### src/core_cfg.svh
`ifndef CORE_CFG_SVH
`define CORE_CFG_SVH

// first fetch address
`define RESET_PC       32'h0000_0000
// trap vector until software writes mtvec
`define MTVEC_RESET    32'h0000_0100

// machine CSR addresses
`define CSR_MSTATUS    12'h300
`define CSR_MTVEC      12'h305
`define CSR_MSCRATCH   12'h340
`define CSR_MEPC       12'h341
`define CSR_MCAUSE     12'h342

`define CAUSE_ECALL_M  32'd11  // environment call from M-mode

`endif

### src/core_pkg.sv
`default_nettype none

package core_pkg;

  typedef logic [31:0] word_t;
  typedef logic [4:0]  reg_idx_t;
  typedef logic [2:0]  funct3_t;

  // major opcodes, instr[6:2]
  typedef enum logic [4:0] {
    OP_LOAD   = 5'b00000,
    OP_CALRI  = 5'b00100,
    OP_AUIPC  = 5'b00101,
    OP_STORE  = 5'b01000,
    OP_CALRR  = 5'b01100,
    OP_LUI    = 5'b01101,
    OP_BRANCH = 5'b11000,
    OP_JALR   = 5'b11001,
    OP_JAL    = 5'b11011,
    OP_SYS    = 5'b11100
  } opcode_t;

  localparam funct3_t BR_BEQ  = 3'b000;
  localparam funct3_t BR_BNE  = 3'b001;
  localparam funct3_t BR_BLT  = 3'b100;
  localparam funct3_t BR_BGE  = 3'b101;
  localparam funct3_t BR_BLTU = 3'b110;
  localparam funct3_t BR_BGEU = 3'b111;

  typedef enum logic [3:0] {
    ALU_ADD, ALU_SUB, ALU_SLL, ALU_SLT, ALU_SLTU, ALU_XOR,
    ALU_SRL, ALU_SRA, ALU_OR, ALU_AND, ALU_PASSB
  } alu_op_t;

  // instruction formats, low two bits are always 2'b11 in RV32I
  typedef struct packed {
    logic [6:0] funct7;
    reg_idx_t   rs2;
    reg_idx_t   rs1;
    funct3_t    funct3;
    reg_idx_t   rd;
    opcode_t    opcode;
    logic [1:0] quad;
  } r_fmt_t;

  typedef struct packed {
    logic [11:0] imm;
    reg_idx_t    rs1;
    funct3_t     funct3;
    reg_idx_t    rd;
    opcode_t     opcode;
    logic [1:0]  quad;
  } i_fmt_t;

  typedef struct packed {
    logic [6:0] imm_hi;
    reg_idx_t   rs2;
    reg_idx_t   rs1;
    funct3_t    funct3;
    logic [4:0] imm_lo;
    opcode_t    opcode;
    logic [1:0] quad;
  } s_fmt_t;

  typedef struct packed {
    logic       imm12;
    logic [5:0] imm10_5;
    reg_idx_t   rs2;
    reg_idx_t   rs1;
    funct3_t    funct3;
    logic [3:0] imm4_1;
    logic       imm11;
    opcode_t    opcode;
    logic [1:0] quad;
  } b_fmt_t;

  typedef struct packed {
    logic [19:0] imm;
    reg_idx_t    rd;
    opcode_t     opcode;
    logic [1:0]  quad;
  } u_fmt_t;

  typedef struct packed {
    logic       imm20;
    logic [9:0] imm10_1;
    logic       imm11;
    logic [7:0] imm19_12;
    reg_idx_t   rd;
    opcode_t    opcode;
    logic [1:0] quad;
  } j_fmt_t;

  typedef union packed {
    r_fmt_t r_fmt;
    i_fmt_t i_fmt;
    s_fmt_t s_fmt;
    b_fmt_t b_fmt;
    u_fmt_t u_fmt;
    j_fmt_t j_fmt;
  } instr_u;

endpackage

`default_nettype wire

### src/stage_if.sv
`default_nettype none

// fetch -> decode
interface fetch_decode_if import core_pkg::*; ();
  logic  valid;
  logic  ready;
  word_t pc;
  word_t instr;

  modport src (output valid, pc, instr, input ready);
  modport dst (input valid, pc, instr, output ready);
endinterface

// decode -> execute, operands already selected
interface decode_exec_if import core_pkg::*; ();
  logic        valid;
  logic        ready;
  word_t       pc;
  opcode_t     opcode;
  funct3_t     funct3;
  reg_idx_t    rd;
  word_t       src1;
  word_t       src2;
  word_t       imm;
  word_t       csr_rdata;
  logic [11:0] csr_addr;
  word_t       alu_a;
  word_t       alu_b;
  alu_op_t     alu_op;

  modport src (output valid, pc, opcode, funct3, rd, src1, src2, imm, csr_rdata, csr_addr,
               alu_a, alu_b, alu_op, input ready);
  modport dst (input valid, pc, opcode, funct3, rd, src1, src2, imm, csr_rdata, csr_addr,
               alu_a, alu_b, alu_op, output ready);
endinterface

`default_nettype wire

### src/alu.sv
`default_nettype none

module alu import core_pkg::*; (
  input  word_t    alu_a,
  input  word_t    alu_b,
  input  alu_op_t  alu_op,
  output word_t    val
);

  logic [4:0] shamt;

  assign shamt = alu_b[4:0];

  always_comb begin
    case (alu_op)
      ALU_ADD:   val = alu_a + alu_b;
      ALU_SUB:   val = alu_a - alu_b;  // zero result means equal
      ALU_SLL:   val = alu_a << shamt;
      ALU_SLT:   val = {31'b0, $signed(alu_a) < $signed(alu_b)};
      ALU_SLTU:  val = {31'b0, alu_a < alu_b};
      ALU_XOR:   val = alu_a ^ alu_b;
      ALU_SRL:   val = alu_a >> shamt;
      ALU_SRA:   val = $signed(alu_a) >>> shamt;
      ALU_OR:    val = alu_a | alu_b;
      ALU_AND:   val = alu_a & alu_b;
      ALU_PASSB: val = alu_b;
      default:   val = '0;
    endcase
  end

endmodule

`default_nettype wire

### src/reg_file.sv
`default_nettype none

module reg_file import core_pkg::*; (
  input  wire       clk,
  input  reg_idx_t  rs1,
  input  reg_idx_t  rs2,
  output word_t     rs1_data,
  output word_t     rs2_data,
  input  logic      gpr_wen,
  input  reg_idx_t  gpr_waddr,
  input  word_t     gpr_wdata
);

  word_t regs [0:31];

  // x0 may be written but never reads back
  always_ff @(posedge clk) begin
    if (gpr_wen)
      regs[gpr_waddr] <= gpr_wdata;
  end

  assign rs1_data = (rs1 == 5'd0) ? '0 : regs[rs1];
  assign rs2_data = (rs2 == 5'd0) ? '0 : regs[rs2];

endmodule

`default_nettype wire

### src/csr_file.sv
`default_nettype none
`include "core_cfg.svh"

module csr_file import core_pkg::*; (
  input  wire          clk,
  input  wire          rstn,
  input  logic [11:0]  csr_raddr,
  output word_t        csr_rdata,
  input  logic         csr_wen1,
  input  logic [11:0]  csr_waddr1,
  input  word_t        csr_wdata1,
  input  logic         csr_wen2,
  input  logic [11:0]  csr_waddr2,
  input  word_t        csr_wdata2
);

  word_t mstatus, mtvec, mepc, mcause, mscratch;

  // next value of one CSR, port 2 has priority
  function automatic word_t upd(logic [11:0] addr, word_t cur);
    upd = cur;
    if (csr_wen1 && csr_waddr1 == addr)
      upd = csr_wdata1;
    if (csr_wen2 && csr_waddr2 == addr)
      upd = csr_wdata2;
  endfunction

  always_ff @(posedge clk) begin
    if (rstn) begin
      mstatus  <= '0;
      mtvec    <= `MTVEC_RESET;
      mepc     <= '0;
      mcause   <= '0;
      mscratch <= '0;
    end else begin
      mstatus  <= upd(`CSR_MSTATUS, mstatus);
      mtvec    <= upd(`CSR_MTVEC, mtvec);
      mepc     <= upd(`CSR_MEPC, mepc);
      mcause   <= upd(`CSR_MCAUSE, mcause);
      mscratch <= upd(`CSR_MSCRATCH, mscratch);
    end
  end

  always_comb begin
    case (csr_raddr)
      `CSR_MSTATUS:  csr_rdata = mstatus;
      `CSR_MTVEC:    csr_rdata = mtvec;
      `CSR_MEPC:     csr_rdata = mepc;
      `CSR_MCAUSE:   csr_rdata = mcause;
      `CSR_MSCRATCH: csr_rdata = mscratch;
      default:       csr_rdata = '0;  // unimplemented
    endcase
  end

endmodule

`default_nettype wire

### src/fetch_stage.sv
`default_nettype none
`include "core_cfg.svh"

module fetch_stage import core_pkg::*; (
  input  wire            clk,
  input  wire            rstn,
  input  logic           npc_valid,
  input  word_t          npc,
  output logic           ibus_cyc,
  output logic           ibus_stb,
  output word_t          ibus_adr,
  input  word_t          ibus_rdata,
  input  logic           ibus_ack,
  fetch_decode_if.src    fd
);

  typedef enum logic {S_REQ, S_HOLD} state_t;

  state_t state;
  word_t  pc_q;

  assign ibus_stb = ibus_cyc;  // classic, no pipelining
  assign ibus_adr = pc_q;
  assign fd.pc    = pc_q;      // stable while the instruction waits in decode

  always_ff @(posedge clk) begin
    if (rstn) begin
      state    <= S_REQ;
      ibus_cyc <= 1'b0;
      fd.valid <= 1'b0;
      pc_q     <= `RESET_PC;
    end else begin
      case (state)
        S_REQ: begin
          if (!ibus_cyc) begin
            ibus_cyc <= 1'b1;  // only right after reset
          end else if (ibus_ack) begin
            ibus_cyc <= 1'b0;
            fd.instr <= ibus_rdata;
            fd.valid <= 1'b1;
            state    <= S_HOLD;
          end
        end
        S_HOLD: begin
          if (fd.valid && fd.ready)
            fd.valid <= 1'b0;
          // wait for execute to say where to go next
          if (npc_valid) begin
            pc_q     <= npc;
            ibus_cyc <= 1'b1;
            state    <= S_REQ;
          end
        end
        default: state <= S_REQ;
      endcase
    end
  end

endmodule

`default_nettype wire

### src/decode_stage.sv
`default_nettype none
`include "core_cfg.svh"

module decode_stage import core_pkg::*; (
  input  wire            clk,
  input  wire            rstn,
  fetch_decode_if.dst    fd,
  decode_exec_if.src     de,
  output reg_idx_t       rs1,
  output reg_idx_t       rs2,
  input  word_t          rs1_data,
  input  word_t          rs2_data,
  output logic [11:0]    csr_raddr,
  input  word_t          csr_rdata
);

  instr_u  ins;
  opcode_t op;
  funct3_t f3;
  word_t   imm;
  word_t   csr_src;
  word_t   csr_new;
  word_t   op_a;
  word_t   op_b;
  alu_op_t op_sel;
  logic    alt;

  assign ins = fd.instr;
  assign op  = ins.r_fmt.opcode;
  assign f3  = ins.r_fmt.funct3;
  assign rs1 = ins.r_fmt.rs1;
  assign rs2 = ins.r_fmt.rs2;

  // ecall reads mtvec, mret reads mepc, so execute sees the jump base as csr_rdata
  assign csr_raddr = (op == OP_SYS && f3 == 3'b000) ?
                     ((ins.i_fmt.imm == 12'h000) ? `CSR_MTVEC : `CSR_MEPC) :
                     ins.i_fmt.imm;

  always_comb begin
    case (op)
      OP_LUI, OP_AUIPC: imm = {ins.u_fmt.imm, 12'b0};
      OP_JAL:    imm = {{12{ins.j_fmt.imm20}}, ins.j_fmt.imm19_12, ins.j_fmt.imm11,
                        ins.j_fmt.imm10_1, 1'b0};
      OP_BRANCH: imm = {{20{ins.b_fmt.imm12}}, ins.b_fmt.imm11, ins.b_fmt.imm10_5,
                        ins.b_fmt.imm4_1, 1'b0};
      OP_STORE:  imm = {{20{ins.s_fmt.imm_hi[6]}}, ins.s_fmt.imm_hi, ins.s_fmt.imm_lo};
      default:   imm = {{20{ins.i_fmt.imm[11]}}, ins.i_fmt.imm};
    endcase
  end

  // zimm for the immediate CSR forms
  assign csr_src = f3[2] ? {27'b0, ins.i_fmt.rs1} : rs1_data;

  always_comb begin
    case (f3[1:0])
      2'b01:   csr_new = csr_src;               // csrrw
      2'b10:   csr_new = csr_rdata | csr_src;   // csrrs
      2'b11:   csr_new = csr_rdata & ~csr_src;  // csrrc
      default: csr_new = csr_rdata;
    endcase
  end

  // bit 30 picks sub/sra, but addi has no alternate form
  assign alt = ins.r_fmt.funct7[5] && (op == OP_CALRR || f3 == 3'b101);

  always_comb begin
    op_a   = rs1_data;
    op_b   = imm;
    op_sel = ALU_ADD;
    case (op)
      OP_LUI:   op_sel = ALU_PASSB;
      OP_AUIPC: op_a = fd.pc;
      OP_JAL, OP_JALR: begin
        op_a = fd.pc;  // link value
        op_b = 32'd4;
      end
      OP_BRANCH: begin
        op_b = rs2_data;
        case (f3)
          BR_BLT, BR_BGE:   op_sel = ALU_SLT;
          BR_BLTU, BR_BGEU: op_sel = ALU_SLTU;
          default:          op_sel = ALU_SUB;
        endcase
      end
      OP_CALRI, OP_CALRR: begin
        if (op == OP_CALRR)
          op_b = rs2_data;
        case (f3)
          3'b000:  op_sel = alt ? ALU_SUB : ALU_ADD;
          3'b001:  op_sel = ALU_SLL;
          3'b010:  op_sel = ALU_SLT;
          3'b011:  op_sel = ALU_SLTU;
          3'b100:  op_sel = ALU_XOR;
          3'b101:  op_sel = alt ? ALU_SRA : ALU_SRL;
          3'b110:  op_sel = ALU_OR;
          default: op_sel = ALU_AND;
        endcase
      end
      OP_SYS: begin
        op_b   = csr_new;
        op_sel = ALU_PASSB;
      end
      default: ;  // loads and stores add rs1 and imm
    endcase
  end

  assign fd.ready = !de.valid || de.ready;

  always_ff @(posedge clk) begin
    if (rstn) begin
      de.valid <= 1'b0;
    end else if (fd.valid && fd.ready) begin
      de.valid     <= 1'b1;
      de.pc        <= fd.pc;
      de.opcode    <= op;
      de.funct3    <= f3;
      de.rd        <= ins.r_fmt.rd;
      de.src1      <= rs1_data;
      de.src2      <= rs2_data;
      de.imm       <= imm;
      de.csr_rdata <= csr_rdata;
      de.csr_addr  <= ins.i_fmt.imm;
      de.alu_a     <= op_a;
      de.alu_b     <= op_b;
      de.alu_op    <= op_sel;
    end else if (de.ready) begin
      de.valid <= 1'b0;
    end
  end

endmodule

`default_nettype wire

### src/exec_stage.sv
`default_nettype none
`include "core_cfg.svh"

module exec_stage import core_pkg::*; (
  input  wire           clk,
  input  wire           rstn,
  decode_exec_if.dst    de,
  output logic          npc_valid,
  output word_t         npc,
  output logic          gpr_wen,
  output reg_idx_t      gpr_waddr,
  output word_t         gpr_wdata,
  output logic          csr_wen1,
  output logic [11:0]   csr_waddr1,
  output word_t         csr_wdata1,
  output logic          csr_wen2,
  output logic [11:0]   csr_waddr2,
  output word_t         csr_wdata2,
  output logic          dbus_cyc,
  output logic          dbus_stb,
  output logic          dbus_we,
  output word_t         dbus_adr,
  output logic [3:0]    dbus_sel,
  output word_t         dbus_wdata,
  input  word_t         dbus_rdata,
  input  logic          dbus_ack
);

  word_t    alu_val;
  logic     accept;
  logic     is_mem, is_sys_jump, is_ecall, is_csr;
  logic     br_en;
  logic     wen_d;
  word_t    wdata_d;
  word_t    base, offs, npc_d;
  logic [3:0] sel_d;
  funct3_t  mem_f3;
  reg_idx_t mem_rd;
  logic [1:0] mem_off;
  word_t    ld_shift, ld_val;

  alu u_alu (
    .alu_a  (de.alu_a),
    .alu_b  (de.alu_b),
    .alu_op (de.alu_op),
    .val    (alu_val)
  );

  assign accept      = de.valid && de.ready;
  assign is_mem      = (de.opcode == OP_LOAD) || (de.opcode == OP_STORE);
  assign is_sys_jump = (de.opcode == OP_SYS) && (de.funct3 == 3'b000);  // ecall or mret
  assign is_ecall    = is_sys_jump && (de.csr_addr == 12'h000);
  assign is_csr      = (de.opcode == OP_SYS) && (de.funct3 != 3'b000);

  always_comb begin
    case (de.funct3)
      BR_BEQ:           br_en = (alu_val == '0);
      BR_BNE:           br_en = (alu_val != '0);
      BR_BLT, BR_BLTU:  br_en = alu_val[0];
      BR_BGE, BR_BGEU:  br_en = !alu_val[0];
      default:          br_en = 1'b0;
    endcase
  end

  always_comb begin
    base = de.pc;
    offs = 32'd4;
    case (de.opcode)
      OP_JAL:    offs = de.imm;
      OP_JALR: begin
        base = de.src1;
        offs = de.imm;
      end
      OP_BRANCH: if (br_en) offs = de.imm;
      OP_SYS: begin
        if (is_sys_jump) begin
          base = de.csr_rdata;  // mtvec for ecall, mepc for mret
          offs = '0;
        end
      end
      default: ;
    endcase
  end

  assign npc_d = base + offs;

  // loads write back on ack, not here
  always_comb begin
    wdata_d = alu_val;
    case (de.opcode)
      OP_LUI, OP_AUIPC, OP_JAL, OP_JALR, OP_CALRI, OP_CALRR: wen_d = 1'b1;
      OP_SYS: begin
        wen_d   = is_csr;
        wdata_d = de.csr_rdata;  // old CSR value to rd
      end
      default: wen_d = 1'b0;
    endcase
  end

  always_comb begin
    case (de.funct3[1:0])
      2'b00:   sel_d = 4'b0001 << alu_val[1:0];
      2'b01:   sel_d = 4'b0011 << alu_val[1:0];
      default: sel_d = 4'b1111;
    endcase
  end

  assign ld_shift = dbus_rdata >> {mem_off, 3'b000};

  always_comb begin
    case (mem_f3)
      3'b000:  ld_val = {{24{ld_shift[7]}}, ld_shift[7:0]};     // lb
      3'b001:  ld_val = {{16{ld_shift[15]}}, ld_shift[15:0]};   // lh
      3'b100:  ld_val = {24'b0, ld_shift[7:0]};                 // lbu
      3'b101:  ld_val = {16'b0, ld_shift[15:0]};                // lhu
      default: ld_val = ld_shift;                               // lw
    endcase
  end

  assign dbus_stb = dbus_cyc;

  always_ff @(posedge clk) begin
    if (rstn) begin
      de.ready  <= 1'b1;
      npc_valid <= 1'b0;
      gpr_wen   <= 1'b0;
      csr_wen1  <= 1'b0;
      csr_wen2  <= 1'b0;
      dbus_cyc  <= 1'b0;
      dbus_we   <= 1'b0;
    end else begin
      // write enables and redirect are single-cycle pulses
      npc_valid <= 1'b0;
      gpr_wen   <= 1'b0;
      csr_wen1  <= 1'b0;
      csr_wen2  <= 1'b0;

      if (accept) begin
        npc        <= {npc_d[31:1], 1'b0};
        gpr_waddr  <= de.rd;
        gpr_wdata  <= wdata_d;
        csr_waddr1 <= is_ecall ? `CSR_MEPC : de.csr_addr;
        csr_wdata1 <= is_ecall ? de.pc : alu_val;
        csr_waddr2 <= `CSR_MCAUSE;
        csr_wdata2 <= `CAUSE_ECALL_M;
        if (is_mem) begin
          de.ready   <= 1'b0;  // hold decode until ack
          dbus_cyc   <= 1'b1;
          dbus_we    <= (de.opcode == OP_STORE);
          dbus_adr   <= {alu_val[31:2], 2'b00};
          dbus_sel   <= sel_d;
          dbus_wdata <= de.src2 << {alu_val[1:0], 3'b000};
          mem_f3     <= de.funct3;
          mem_rd     <= de.rd;
          mem_off    <= alu_val[1:0];
        end else begin
          npc_valid <= 1'b1;
          gpr_wen   <= wen_d;
          csr_wen1  <= is_csr || is_ecall;
          csr_wen2  <= is_ecall;
        end
      end

      if (dbus_cyc && dbus_ack) begin
        dbus_cyc  <= 1'b0;
        npc_valid <= 1'b1;
        de.ready  <= 1'b1;
        if (!dbus_we) begin
          gpr_wen   <= 1'b1;
          gpr_waddr <= mem_rd;
          gpr_wdata <= ld_val;
        end
      end
    end
  end

endmodule

`default_nettype wire

### src/core_top.sv
`default_nettype none

module core_top import core_pkg::*; (
  input  wire          clk,
  input  wire          rstn,
  output logic         ibus_cyc,
  output logic         ibus_stb,
  output word_t        ibus_adr,
  input  word_t        ibus_rdata,
  input  logic         ibus_ack,
  output logic         dbus_cyc,
  output logic         dbus_stb,
  output logic         dbus_we,
  output word_t        dbus_adr,
  output logic [3:0]   dbus_sel,
  output word_t        dbus_wdata,
  input  word_t        dbus_rdata,
  input  logic         dbus_ack,
  output logic         gpr_wen,
  output reg_idx_t     gpr_waddr,
  output word_t        gpr_wdata
);

  logic        npc_valid;
  word_t       npc;
  reg_idx_t    rs1, rs2;
  word_t       rs1_data, rs2_data;
  logic [11:0] csr_raddr;
  word_t       csr_rdata;
  logic        csr_wen1, csr_wen2;
  logic [11:0] csr_waddr1, csr_waddr2;
  word_t       csr_wdata1, csr_wdata2;

  fetch_decode_if fd_bus ();
  decode_exec_if  de_bus ();

  fetch_stage u_fetch (
    .clk, .rstn, .npc_valid, .npc,
    .ibus_cyc, .ibus_stb, .ibus_adr, .ibus_rdata, .ibus_ack,
    .fd (fd_bus.src)
  );

  decode_stage u_decode (
    .clk, .rstn,
    .fd (fd_bus.dst),
    .de (de_bus.src),
    .rs1, .rs2, .rs1_data, .rs2_data,
    .csr_raddr, .csr_rdata
  );

  exec_stage u_exec (
    .clk, .rstn,
    .de (de_bus.dst),
    .npc_valid, .npc,
    .gpr_wen, .gpr_waddr, .gpr_wdata,
    .csr_wen1, .csr_waddr1, .csr_wdata1,
    .csr_wen2, .csr_waddr2, .csr_wdata2,
    .dbus_cyc, .dbus_stb, .dbus_we, .dbus_adr, .dbus_sel,
    .dbus_wdata, .dbus_rdata, .dbus_ack
  );

  reg_file u_regs (
    .clk, .rs1, .rs2, .rs1_data, .rs2_data,
    .gpr_wen, .gpr_waddr, .gpr_wdata
  );

  csr_file u_csrs (
    .clk, .rstn, .csr_raddr, .csr_rdata,
    .csr_wen1, .csr_waddr1, .csr_wdata1,
    .csr_wen2, .csr_waddr2, .csr_wdata2
  );

endmodule

`default_nettype wire

### config.mk
export PLATFORM = sky130hd
export DESIGN_NAME = core_top
export DESIGN_NICKNAME = d
export VERILOG_FILES = /design/src/core_pkg.sv /design/src/stage_if.sv /design/src/alu.sv /design/src/reg_file.sv /design/src/csr_file.sv /design/src/fetch_stage.sv /design/src/decode_stage.sv /design/src/exec_stage.sv /design/src/core_top.sv
export VERILOG_INCLUDE_DIRS = /design/src
export SDC_FILE = /design/constraint.sdc
export NUM_CORES = 2
export LEC_CHECK = 0
export BUFFER_PORTS_ARGS = -buffer_cell sky130_fd_sc_hd__buf_4
export CAP_MARGIN = 10
export CORE_ASPECT_RATIO = 0.9
export CORE_MARGIN = 5
export CORE_UTILIZATION = 25
export CTS_CLUSTER_SIZE = 40
export DETAILED_ROUTE_END_ITERATION = 6
export PLACE_DENSITY = 0.43
export SKIP_LAST_GASP = 1
export SLEW_MARGIN = 40
export SYNTH_ARGS = -nofsm -noshare
export SYNTH_HDL_FRONTEND = slang
export SYNTH_SLANG_ARGS = --single-unit
### constraint.sdc
create_clock -name clk -period 29.8 [get_ports clk]
set_clock_uncertainty 0.05 [all_clocks]
set_input_delay 2.98 -clock clk [delete_from_list [all_inputs] [get_ports clk]]
set_output_delay 2.98 -clock clk [all_outputs]
set_load 0.005 [all_outputs]
==> results.toml <==
[status]
status = "complete, no violations"

[route]
vias = 62900
first_pass_iters = 6
viasPerCell = 5.46
wl_um = 385000
drtIter0Drc = 8555
drc = 0
wl_per_cell_um = 33.4
drtAntennaViolNets = 0

[placement]
port_buffers = 205
routabilityCongestion = 0.935
dp_cells = 11200
dp_hpwl_um = 262000

[clock_tree]
cts-root-buf = "clkbuf_16"
clockBufferDepth = 4
cts_tree = "done"
cts_buffers = 190
cts_sinks = 1705
holdBufCountCts = 0
cts-resized-gates = 0
cts.htree.levels = 4
clock_latency_ns = 0.89
cts_setup_buffers = 0
clk_pin_slew_ns = 0.07

[critical_path]
worstPathMaxFanout = 89
crit_required_ns = 30.37
ff2ff_setup_slack_ns = 17.22
r2r_end = "u_exec.npc[28]"
critPathMaxStageDelay_ns = 0.93
worst-setup-path-type = "flip-flop to flip-flop"
rr_worst_depth = 34
end_kind = "flip-flop"
startpoint_type = "flip-flop"
worstSetupStartpoint = "u_decode.de.alu_b[0]"
endpoint = "u_exec.npc[28]"
crit_path_top_delay_cell = "or4_1"
cp.arrival_ns = 13.15
timing.rr.start = "u_decode.de.alu_b[0]"

[floorplanning]
die_y_um = 573
io_pins = 211
core_area_um2 = 351000
start_util_pct = 25.2
die_area_um2 = 365000
die_x_um = 636
rows = 206

[power]
p_comb_share_pct = 10.7
seqPwrFrac_pct = 47.7
switchingPower_uw = 1420
vdd_ir_drop_max_mv = 0.0430
power_uw = 5590
internal-power_uw = 4180
pwr_density_cell_nw_per_um2 = 54.5
p_sw_share_pct = 25.3
leakage_uw = 0.0337
pwr-share-clk_pct = 41.6

[yosys]
ys_seq_area_share_pct = 55.7
synthFlopType = "edfxtp_1"
postSynth.asyncResetShare_pct = 0
synth.cell_area_um2 = 88200
ys_ff_latch = 1705
synth_edf_count = 1493
synthCells = 6537
synth.avg_cell_area_um2 = 13.5
ys_types = 95
synth_warnings = 0

[cells_and_area]
syn_to_final_growth_pct = 16.4
final_common_cell = "edfxtp_1"
layout-drive-gt1-share_pct = 24.0
instances_no_fill = 11500
final_nets = 6889
final_cell_mix = "edfxtp_1, nand2_1, mux4_2"

[sta]
setup_viol = 0
slew_viol_final = 0
final.period_utilization_pct = 42.2
fmax_mhz = 79.5
rsz0062_at_grt = "no"
hold_viol_final = 0
worstMarginPinSlew_ns = 1.05
slew_headroom_pct = 29.2
finalCriticalPeriod_ns = 12.58
holdWs_ns = 0.405
tns_ns = 0

[global_routing]
grt_pass1_vias = 61000
grt_use_total_pct = 20.4
grt_pass1_wl_um = 524000
grt_overflow = 0
antenna_found_initial = 27
grt_max_degree = 121

[min_path]
min_path_type = "flip-flop to flip-flop"

[job]
maxCapViolCount = 0
==> how the worst min path moves through the flow <==
stage / startpoint / cells past startpoint / to / slack [ns]
after floorplan: u_fetch.fd.instr[14] / 0 / u_decode.de.funct3[2] / 0.37
after global placement: u_decode.de.csr_addr[5] / 0 / u_exec.csr_waddr1[5] / 0.39
after detailed placement: u_decode.de.csr_addr[5] / 0 / u_exec.csr_waddr1[5] / 0.39
after CTS: u_csrs.mcause[21] / 2 / u_csrs.mcause[21] / 0.41
after global routing: u_csrs.mscratch[5] / 2 / u_csrs.mscratch[5] / 0.42
final: u_csrs.mstatus[26] / 2 / u_csrs.mstatus[26] / 0.40
==> cells in the mapped netlist, types with 96 or more instances <==
master,number,share of area [%]
a21oi_1,480,2.7
buf_1,96,0.41
clkbuf_1,379,1.6
dfxtp_1,212,4.8
edfxtp_1,1493,51
ha_1,134,1.9
inv_1,204,0.87
mux2i_1,167,1.9
mux4_2,696,18
nand2_1,742,3.2
nor2_1,399,1.7
o21ai_0,266,1.5
==> power by group through the flow <==
stage,sequential (µW),combinational [µW],clock (µW)
after floorplan,2730,312,0
after global placement,2720,576,0
after detailed placement,2720,589,0
after CTS,2670,591,2380
after global routing,2670,622,2480
final,2670,596,2330
==> cell families after synthesis <==
| logic type | after synthesis | synth area share, % |
|---|---|---|
| fa+ha+maj | 137 | 1.97 |
| mux | 919 | 20.4 |
| buf+inv | 726 | 3.22 |
| other cells | 1 | 0.00425 |
| simple gates | 1644 | 8.39 |
| compound gates | 1356 | 9.86 |
| flops | 1705 | 55.7 |
| xor+xnor | 49 | 0.495 |
==> registers in the layout (all words and copies together) (netlist names), 31 cells and up, named ones only <==
name / count
u_exec.gpr_wdata: 32
u_csrs.mtvec: 32
u_decode.de.src2: 32
u_decode.de.pc: 31
u_csrs.mscratch: 32
u_csrs.mcause: 32
u_regs.regs: 1024
u_decode.de.alu_b: 32
u_decode.de.imm: 31
u_exec.dbus_wdata: 32
u_fetch.fd.pc: 31
u_decode.de.csr_rdata: 32
u_csrs.mstatus: 32
u_exec.npc: 31
u_decode.de.src1: 32
u_decode.de.alu_a: 32
u_exec.csr_wdata1: 32
u_csrs.mepc: 32
==> stage by stage <==
step | area (µm²) | setup slack, ns | utilization [%]
2_1_floorplan | 88200 | 6.97 | -
5_1_grt | 103000 | 17.05 | 29.3
3_5_place_dp | 96500 | 17.68 | 27.5
4_1_cts | 102000 | 17.71 | 29.2
6_report | 103000 | 17.22 | 29.3
3_3_place_gp | 95900 | 17.32 | 27.3
==> layer usage <==
| metal | wire length, µm | GRT usage (%) |
|---|---|---|
| met5 | 0 | 0 |
| met4 | 15600 | 6.82 |
| met3 | 28600 | 3.54 |
| met2 | 177000 | 32.3 |
| met1 | 164000 | 28.1 |
==> cell type report <==
class	instances	area, µm²
well taps	4680	5860
clock buffers	251	5200
clock inverters	85	771
repair buffers	470	3930
diodes	16	40.0
multi-input cells	4108	36900
flip-flops and latches	1705	49100
inverters	209	786
fillers	35400	248000
==> worst max-delay path, delay by kind of cell (launching register included) <==
family | cells | cell delay (ns)
compound gates | 17 | 4.81
flops | 1 | 0.33
mux | 1 | 0.20
fa+ha+maj | 1 | 0.42
xor+xnor | 1 | 0.09
simple gates | 12 | 5.45
buf+inv | 2 | 0.91
(Power assumes the default switching activity.)
